==> src/rtl/div_config.svh <==
`ifndef DIV_CONFIG_SVH
`define DIV_CONFIG_SVH

// Operand width of the divider in bits, 8, 16 and 32 are supported
`define DIVLEN 16

// Step counter width, which must be able to hold DIVLEN+1
`define DURLEN ($clog2(`DIVLEN + 2))

`endif

==> src/rtl/divPkg.sv <==
package divPkg;

  //////////////////////////////////////////////////////////////////////
  // Controller state
  //////////////////////////////////////////////////////////////////////

  typedef enum logic [1:0] {
    StIdle,
    StBusy,
    StDone
  } divState;

  //////////////////////////////////////////////////////////////////////
  // Signed radix-2 quotient digit
  //////////////////////////////////////////////////////////////////////

  typedef enum logic [1:0] {
    DigitZero,
    DigitPlus,
    DigitMinus
  } qDigit;

endpackage

==> src/rtl/divPreproc.sv <==
`include "div_config.svh"

module divPreproc import divPkg::*; (
  input  logic                 clk,
  input  logic                 reset,
  input  logic                 load,
  input  logic [`DIVLEN-1:0]   dividend,
  input  logic [`DIVLEN-1:0]   divisor,
  output logic [`DIVLEN-1:0]   normDivisor,
  output logic [`DIVLEN-1:0]   regDividend,
  output logic [`DURLEN-1:0]   normShift,
  output logic                 divZero,
  output logic                 dividendZero,
  output logic                 specialCase
);

  localparam int divLen = `DIVLEN;
  localparam int durLen = `DURLEN;

  logic [divLen-1:0] liveNorm;
  logic [divLen-1:0] heldNorm;
  logic [durLen-1:0] liveShift;
  logic [durLen-1:0] heldShift;
  logic              liveSpecial;

  // Leading zero count, a zero divisor counts as divLen
  function automatic logic [durLen-1:0] countLz(input logic [divLen-1:0] value);
    logic [durLen-1:0] count;
    logic              found;
    count = durLen'(divLen);
    found = 1'b0;
    for (int i = divLen - 1; i >= 0; i--) begin
      if (!found && value[i]) begin
        count = durLen'(divLen - 1 - i);
        found = 1'b1;
      end
    end
    return count;
  endfunction

  assign liveShift   = countLz(divisor);
  // Top bit set after this shift unless the divisor is zero
  assign liveNorm    = divisor << liveShift;
  assign liveSpecial = (divisor == '0) || (dividend == '0);

  always_ff @(posedge clk) begin
    if (load) begin
      heldNorm    <= liveNorm;
      heldShift   <= liveShift;
      regDividend <= dividend;
    end
  end

  always_ff @(posedge clk) begin
    if (reset) begin
      divZero      <= 1'b0;
      dividendZero <= 1'b0;
    end else if (load) begin
      divZero      <= (divisor == '0);
      dividendZero <= (dividend == '0);
    end
  end

  // In the load cycle the live values pass straight through so the
  // iteration registers and the controller can start on the same edge
  assign normDivisor = load ? liveNorm : heldNorm;
  assign normShift   = load ? liveShift : heldShift;
  assign specialCase = load ? liveSpecial : (divZero | dividendZero);

endmodule

==> src/rtl/srtIter.sv <==
`include "div_config.svh"

module srtIter import divPkg::*; (
  input  logic                 clk,
  input  logic                 reset,
  input  logic                 load,
  input  logic                 iterate,
  input  logic [`DIVLEN-1:0]   dividend,
  input  logic [`DIVLEN-1:0]   normDivisor,
  input  logic [`DURLEN-1:0]   normShift,
  output logic [`DIVLEN+3:0]   sum,
  output logic [`DIVLEN+3:0]   carry,
  output logic [`DIVLEN+3:0]   nextSum,
  output logic [`DIVLEN+3:0]   nextCarry,
  output qDigit                digit
);

  localparam int divLen  = `DIVLEN;
  localparam int wordLen = `DIVLEN + 4;

  logic [2*divLen-1:0]  scaled;
  logic [divLen:0]      feed;
  logic                 bitIn;
  logic                 pending;
  logic [wordLen-1:0]   ys;
  logic [wordLen-1:0]   yc;
  logic [wordLen-1:0]   addend;
  logic [wordLen-1:0]   csaSum;
  logic [wordLen-1:0]   csaMaj;
  logic [wordLen-1:0]   csaCarry;
  logic [3:0]           estimate;

  // Dividend scaled by the same shift as the divisor. The upper part
  // forms the first residual and the low divLen+1 bits enter one per step
  assign scaled  = {{divLen{1'b0}}, dividend} << normShift;
  assign bitIn   = feed[divLen];
  assign pending = |feed[divLen-1:0];

  // Doubled residual with the next dividend bit in the free LSB
  assign ys = {sum[wordLen-2:0], bitIn};
  assign yc = {carry[wordLen-2:0], 1'b0};

  // Estimate with one fraction bit, the divisor weight is 1/2 at bit divLen-1
  assign estimate = ys[divLen+2:divLen-1] + yc[divLen+2:divLen-1];

  always_comb begin
    if (!estimate[3]) digit = DigitPlus;
    else if (estimate == 4'b1111) digit = DigitZero;
    else digit = DigitMinus;
  end

  always_comb begin
    case (digit)
      DigitPlus:  addend = ~{4'b0000, normDivisor};
      DigitMinus: addend = {4'b0000, normDivisor};
      default:    addend = '0;
    endcase
  end

  // Carry-save add, the two's complement +1 goes into the empty carry LSB
  assign csaSum   = ys ^ yc ^ addend;
  assign csaMaj   = (ys & yc) | (ys & addend) | (yc & addend);
  assign csaCarry = {csaMaj[wordLen-2:0], (digit == DigitPlus)};

  // Dividend bits still waiting to enter make the true residual nonzero
  assign nextSum   = pending ? '1 : csaSum;
  assign nextCarry = pending ? '0 : csaCarry;

  always_ff @(posedge clk) begin
    if (reset) begin
      sum   <= '0;
      carry <= '0;
      feed  <= '0;
    end else if (load) begin
      sum   <= {5'b00000, scaled[2*divLen-1:divLen+1]};
      carry <= '0;
      feed  <= scaled[divLen:0];
    end else if (iterate) begin
      sum   <= csaSum;
      carry <= csaCarry;
      feed  <= {feed[divLen-1:0], 1'b0};
    end
  end

endmodule

==> src/rtl/quotConv.sv <==
`include "div_config.svh"

module quotConv import divPkg::*; (
  input  logic              clk,
  input  logic              reset,
  input  logic              load,
  input  logic              iterate,
  input  qDigit             digit,
  output logic [`DIVLEN:0]  quot,
  output logic [`DIVLEN:0]  quotM
);

  localparam int divLen = `DIVLEN;

  // On-the-fly conversion keeps quot and quot-1 as plain binary so the
  // final correction is only a select
  always_ff @(posedge clk) begin
    if (reset || load) begin
      quot  <= '0;
      quotM <= '0;
    end else if (iterate) begin
      case (digit)
        DigitPlus: begin
          quot  <= {quot[divLen-1:0], 1'b1};
          quotM <= {quot[divLen-1:0], 1'b0};
        end
        DigitMinus: begin
          quot  <= {quotM[divLen-1:0], 1'b1};
          quotM <= {quotM[divLen-1:0], 1'b0};
        end
        default: begin
          quot  <= {quot[divLen-1:0], 1'b0};
          quotM <= {quotM[divLen-1:0], 1'b1};
        end
      endcase
    end
  end

endmodule

==> src/rtl/srtFsm.sv <==
`include "div_config.svh"

module srtFsm import divPkg::*; (
  input  logic                 clk,
  input  logic                 reset,
  input  logic                 start,
  input  logic                 stall,
  input  logic                 specialCase,
  input  logic [`DIVLEN+3:0]   nextSum,
  input  logic [`DIVLEN+3:0]   nextCarry,
  input  logic [`DIVLEN+3:0]   sum,
  input  logic [`DIVLEN+3:0]   carry,
  output logic                 load,
  output logic                 iterate,
  output logic                 busy,
  output logic                 done,
  output logic                 sticky,
  output logic                 negResidual,
  output logic [`DURLEN-1:0]   earlyShift
);

  localparam int wordLen = `DIVLEN + 4;
  localparam int durLen  = `DURLEN;

  divState            state;
  logic [durLen-1:0]  step;
  logic               nextZero;
  logic               curZero;
  logic [wordLen-1:0] residual;

  // a+b is zero modulo 2^n exactly when a^b equals (a|b) shifted left by one
  assign nextZero = (nextSum ^ nextCarry) ==
                    {nextSum[wordLen-2:0] | nextCarry[wordLen-2:0], 1'b0};
  assign curZero  = (sum ^ carry) == {sum[wordLen-2:0] | carry[wordLen-2:0], 1'b0};

  assign residual    = sum + carry;
  assign negResidual = residual[wordLen-1];
  assign sticky      = ~curZero;

  assign load       = start & ~stall & (state == StIdle);
  assign busy       = (state == StBusy);
  assign iterate    = busy;
  assign done       = (state == StDone);
  assign earlyShift = step;

  always_ff @(posedge clk) begin
    if (reset) begin
      state <= StIdle;
      step  <= '0;
    end else begin
      case (state)
        StIdle: if (load) begin
          step  <= durLen'(`DIVLEN + 1);
          state <= specialCase ? StDone : StBusy;
        end
        StBusy: begin
          // Steps left after this one stay in step for the quotient shift
          step <= step - 1'b1;
          if (step == durLen'(1) || nextZero) state <= StDone;
        end
        StDone: if (!stall) state <= StIdle;
        default: state <= StIdle;
      endcase
    end
  end

endmodule

==> src/rtl/divPost.sv <==
`include "div_config.svh"

module divPost import divPkg::*; (
  input  logic [`DIVLEN:0]     quot,
  input  logic [`DIVLEN:0]     quotM,
  input  logic [`DIVLEN+3:0]   sum,
  input  logic [`DIVLEN+3:0]   carry,
  input  logic [`DIVLEN-1:0]   normDivisor,
  input  logic [`DIVLEN-1:0]   regDividend,
  input  logic [`DURLEN-1:0]   normShift,
  input  logic [`DURLEN-1:0]   earlyShift,
  input  logic                 negResidual,
  input  logic                 sticky,
  input  logic                 divZero,
  input  logic                 dividendZero,
  output logic [`DIVLEN-1:0]   quotient,
  output logic [`DIVLEN-1:0]   remainder
);

  localparam int divLen  = `DIVLEN;
  localparam int wordLen = `DIVLEN + 4;

  logic [wordLen-1:0] residual;
  logic [wordLen-1:0] fixedResidual;
  logic [divLen:0]    quotSel;
  logic [divLen:0]    quotShifted;
  logic [divLen-1:0]  remShifted;

  ///////////////////////////////////////////////////////////////////////
  // Negative residual correction
  ///////////////////////////////////////////////////////////////////////

  assign residual      = sum + carry;
  // A negative residual means the last digit overshot by one divisor
  assign fixedResidual = negResidual ? residual + {4'b0000, normDivisor} : residual;
  assign quotSel       = negResidual ? quotM : quot;

  // Digits skipped after an early end are all zero
  assign quotShifted = quotSel << earlyShift;
  // Remainder was carried scaled by the divisor normalization
  assign remShifted  = fixedResidual[divLen-1:0] >> normShift;

  ///////////////////////////////////////////////////////////////////////
  // Result select
  ///////////////////////////////////////////////////////////////////////

  always_comb begin
    if (divZero) begin
      quotient  = '1;
      remainder = regDividend;
    end else if (dividendZero) begin
      quotient  = '0;
      remainder = '0;
    end else begin
      quotient  = quotShifted[divLen-1:0];
      remainder = sticky ? remShifted : '0;
    end
  end

endmodule

==> src/rtl/divUnit.sv <==
`include "div_config.svh"

module divUnit (
  input  logic                clk,
  input  logic                reset,
  input  logic                start,
  input  logic                stall,
  input  logic [`DIVLEN-1:0]  dividend,
  input  logic [`DIVLEN-1:0]  divisor,
  output logic [`DIVLEN-1:0]  quotient,
  output logic [`DIVLEN-1:0]  remainder,
  output logic                busy,
  output logic                done
);

  logic                load;
  logic                iterate;
  logic                specialCase;
  logic                sticky;
  logic                negResidual;
  logic                divZero;
  logic                dividendZero;
  logic [`DIVLEN-1:0]  normDivisor;
  logic [`DIVLEN-1:0]  regDividend;
  logic [`DURLEN-1:0]  normShift;
  logic [`DURLEN-1:0]  earlyShift;
  logic [`DIVLEN+3:0]  sum;
  logic [`DIVLEN+3:0]  carry;
  logic [`DIVLEN+3:0]  nextSum;
  logic [`DIVLEN+3:0]  nextCarry;
  logic [`DIVLEN:0]    quot;
  logic [`DIVLEN:0]    quotM;
  divPkg::qDigit       digit;

  // Controller
  srtFsm fsm (.clk, .reset, .start, .stall, .specialCase, .nextSum, .nextCarry, .sum,
    .carry, .load, .iterate, .busy, .done, .sticky, .negResidual, .earlyShift);

  // Operand capture and divisor normalization
  divPreproc pre (.clk, .reset, .load, .dividend, .divisor, .normDivisor, .regDividend,
    .normShift, .divZero, .dividendZero, .specialCase);

  // Residual recurrence, it starts from the raw dividend on the load edge
  srtIter iter (.clk, .reset, .load, .iterate, .dividend, .normDivisor, .normShift,
    .sum, .carry, .nextSum, .nextCarry, .digit);

  quotConv conv (.clk, .reset, .load, .iterate, .digit, .quot, .quotM);

  divPost post (.quot, .quotM, .sum, .carry, .normDivisor, .regDividend, .normShift,
    .earlyShift, .negResidual, .sticky, .divZero, .dividendZero, .quotient, .remainder);

endmodule

==> config.mk <==
export PLATFORM = sky130hd
export DESIGN_NAME = divUnit
export DESIGN_NICKNAME = d
export VERILOG_FILES = /design/src/rtl/divPkg.sv /design/src/rtl/divPreproc.sv /design/src/rtl/srtIter.sv /design/src/rtl/quotConv.sv /design/src/rtl/srtFsm.sv /design/src/rtl/divPost.sv /design/src/rtl/divUnit.sv
export VERILOG_INCLUDE_DIRS = /design/src /design/src/rtl
export SDC_FILE = /design/constraint.sdc
export NUM_CORES = 1
export LEC_CHECK = 0
export ABC_AREA = 1
export BUFFER_PORTS_ARGS = -buffer_cell sky130_fd_sc_hd__buf_2
export CAP_MARGIN = 25
export CELL_PAD_IN_SITES_DETAIL_PLACEMENT = 1
export CELL_PAD_IN_SITES_GLOBAL_PLACEMENT = 2
export CORE_MARGIN = 2
export CORE_UTILIZATION = 34
export CTS_CLUSTER_DIAMETER = 120
export CTS_CLUSTER_SIZE = 30
export DETAILED_ROUTE_END_ITERATION = 8
export HOLD_SLACK_MARGIN = 0.15
export PLACE_DENSITY = 0.8
export RECOVER_POWER = 50
export SYNTH_ARGS = -nofsm -noshare
export SYNTH_HDL_FRONTEND = slang
export SYNTH_HIERARCHICAL = 1
export SYNTH_SLANG_ARGS = --single-unit
==> constraint.sdc <==
create_clock -name clk -period 4.97 [get_ports clk]
set_input_delay 0.2485 -clock clk [delete_from_list [all_inputs] [get_ports clk]]
set_output_delay 0.2485 -clock clk [all_outputs]
set_load 0.01 [all_outputs]
==> key figures <==
Final layout
  • Layout Nets: 2580
  • Most frequent cells in the layout: nand2_1, inv_1, nand3_1
  • Commonest non-fill, non-tap cell in the layout: nand2_1
  • Area delta synth->final: 11.7%
  • Layout cells sized above 1: 10.2%
  • Number of diodes: 0

Logic synthesis
  • Mapped Area: 14300 µm²
  • Syn. warnings: 6
  • Cells after Synth: 2374
  • Net count after synthesis: 2526
  • Mean post-synth cell area: 6.01 µm²

Setup path
  • Slowest cell on crit path: ha_1
  • Crit path top cell by count: nand2_1
  • Type of origin of the critical path: input port
  • Nature of the critical path endpoint: primary output
  • Crit-path max FO: 17
  • CP Class: in -> out
  • CP max stage delay: 0.45 ns
  • Cell family with most CP delay: simple AND/OR/NAND/NOR gates
  • Crit path buffers/inverters: 3
  • Worst path arrival time: 4.39 ns
  • CP required: 4.72 ns

STA
  • Slew headroom: -20.1%
  • WHS: 0.176 ns
  • Skew final: 0.0118 ns
  • Fin crit share: 93.2%
  • Minimum clock period after layout: 4.63 ns
  • Unrepaired setup endpoints after global routing: no
  • Slew @ Worst Pin: 1.80 ns
  • Endpoints failing setup: 0
  • Final setup margin: 0.336 ns
  • Fin. Hold Viols: 0
  • Fmax: 216 MHz
  • Max Slew Vio Count: 83

Routing
  • Via Count: 15832
  • Initial DRC count: 1021
  • ANT nets after route: 0
  • Final WL: 58400 µm
  • DRC: 0
  • First-pass iteration count of the detailed router: 5
  • Drt via density: 5.31
  • Drt wl/cell: 19.6 µm

Power
  • Worst vdd ir: 336 µV
  • PD cells: 750 nW/µm²
  • Static leakage: 7.90 nW

Clock tree
  • Worst-skew pair later-pin latency: 0.44 ns
  • Root Driver: clkbuf_16
  • CTS Buf Count: 17
  • CTS tree: yes
  • Htree depth: 4
  • Clock buffer depth: 2
  • CTS Sinks: 135
  • Clock-pin slew of the registers on the worst-case setup and hold paths: 0.06 ns

Placed design
  • Hpwl dp: 46400 µm
  • Port Buffers: 69
  • Gp weighted congestion: 0.852
  • Pre-CTS WS: -0.295 ns

Die
  • Die height: 209 µm
  • I/O pin count: 70
  • Starting Density: 34.3%
  • Core Box Area: 41700 µm²
  • Die width: 209 µm
  • DIE AREA: 43600 µm²
  • FP Rows: 75

GRT
  • Pin count of the biggest net entering global routing: 83
  • Global-route wire length before repair: 90200 µm
  • Number of global-route vias before repair: 15759
  • All-Layer GR Usage: 26.6%
  • Initial antenna violation count: 0
  • GR Overflow Total: 0

Outcome
  • Failing checks: max-capacitance violations, max-slew violations
  • Status: finished with violations

Run
  • Max-cap violations: 1

Min path
  • Min-Delay Path Class: in -> reg
-- worst paths after layout --
kind	cells after the start	startpoint	slack, ns	end
max	29	divisor[6]	0.34	remainder[4]
min	2	reset	0.18	pre/dividendZero
max reg2reg	20	iter/carry[16]	0.38	fsm/state[1]
min reg2reg	2	iter/feed[0]	0.50	iter/feed[0]
-- stage by stage --
stage	power [mW]	utilization, %	cell area, µm²	std cells	setup TNS [ns]
after global routing	13.0	38.3	15900	2980	0
final	12.0	38.3	15900	2980	0
after CTS	11.8	38.0	15800	2971	0
after global placement	10.4	36.1	15000	2923	-2.26
after floorplan	7.47	-	14300	2374	0
after detailed placement	10.5	36.2	15100	2924	-4.09
-- flip-flops by register name (all words and copies together), names as in the netlist --
register          flops
pre/dividendZero      1
pre/divZero           1
iter/sum             20
fsm/state             2
conv/quotM           16
conv/quot            16
pre/heldShift         5
iter/feed            17
pre/heldNorm         16
pre/regDividend      16
iter/carry           20
fsm/earlyShift        5
-- area by class of cell --
type | instances | area (µm²)
repair buffers | 129 | 842
flip-flops and latches | 135 | 2870
fillers | 5661 | 25700
inverters | 361 | 1370
clock buffers | 18 | 433
clock inverters | 14 | 151
well taps | 539 | 674
multi-input cells | 1784 | 9600
-- power by group --
part	internal, mW	leakage (nW)	total (mW)	switching (mW)
combinational	2.81	6.50	8.88	6.07
sequential	1.42	1.12	1.78	0.355
clock	0.748	0.281	1.30	0.551
-- per-layer routing --
metal  GRT usage [%]  share of wire, %
met5               0                 0
met4            6.28               1.9
met2            45.4                48
met1            36.1                47
met3            2.63               3.1
-- timing repair --
| action | in CTS | in global routing |
|---|---|---|
| endpoints found under the hold margin | 15 | 1 |
| buffers inserted | 0 | 7 |
| gates resized for setup | 2 | 26 |
| pin swaps | 0 | 2 |
| setup endpoints to repair | 16 | 18 |
| hold buffers | 15 | 1 |
Note: power is estimated with default switching activity, not from simulation.
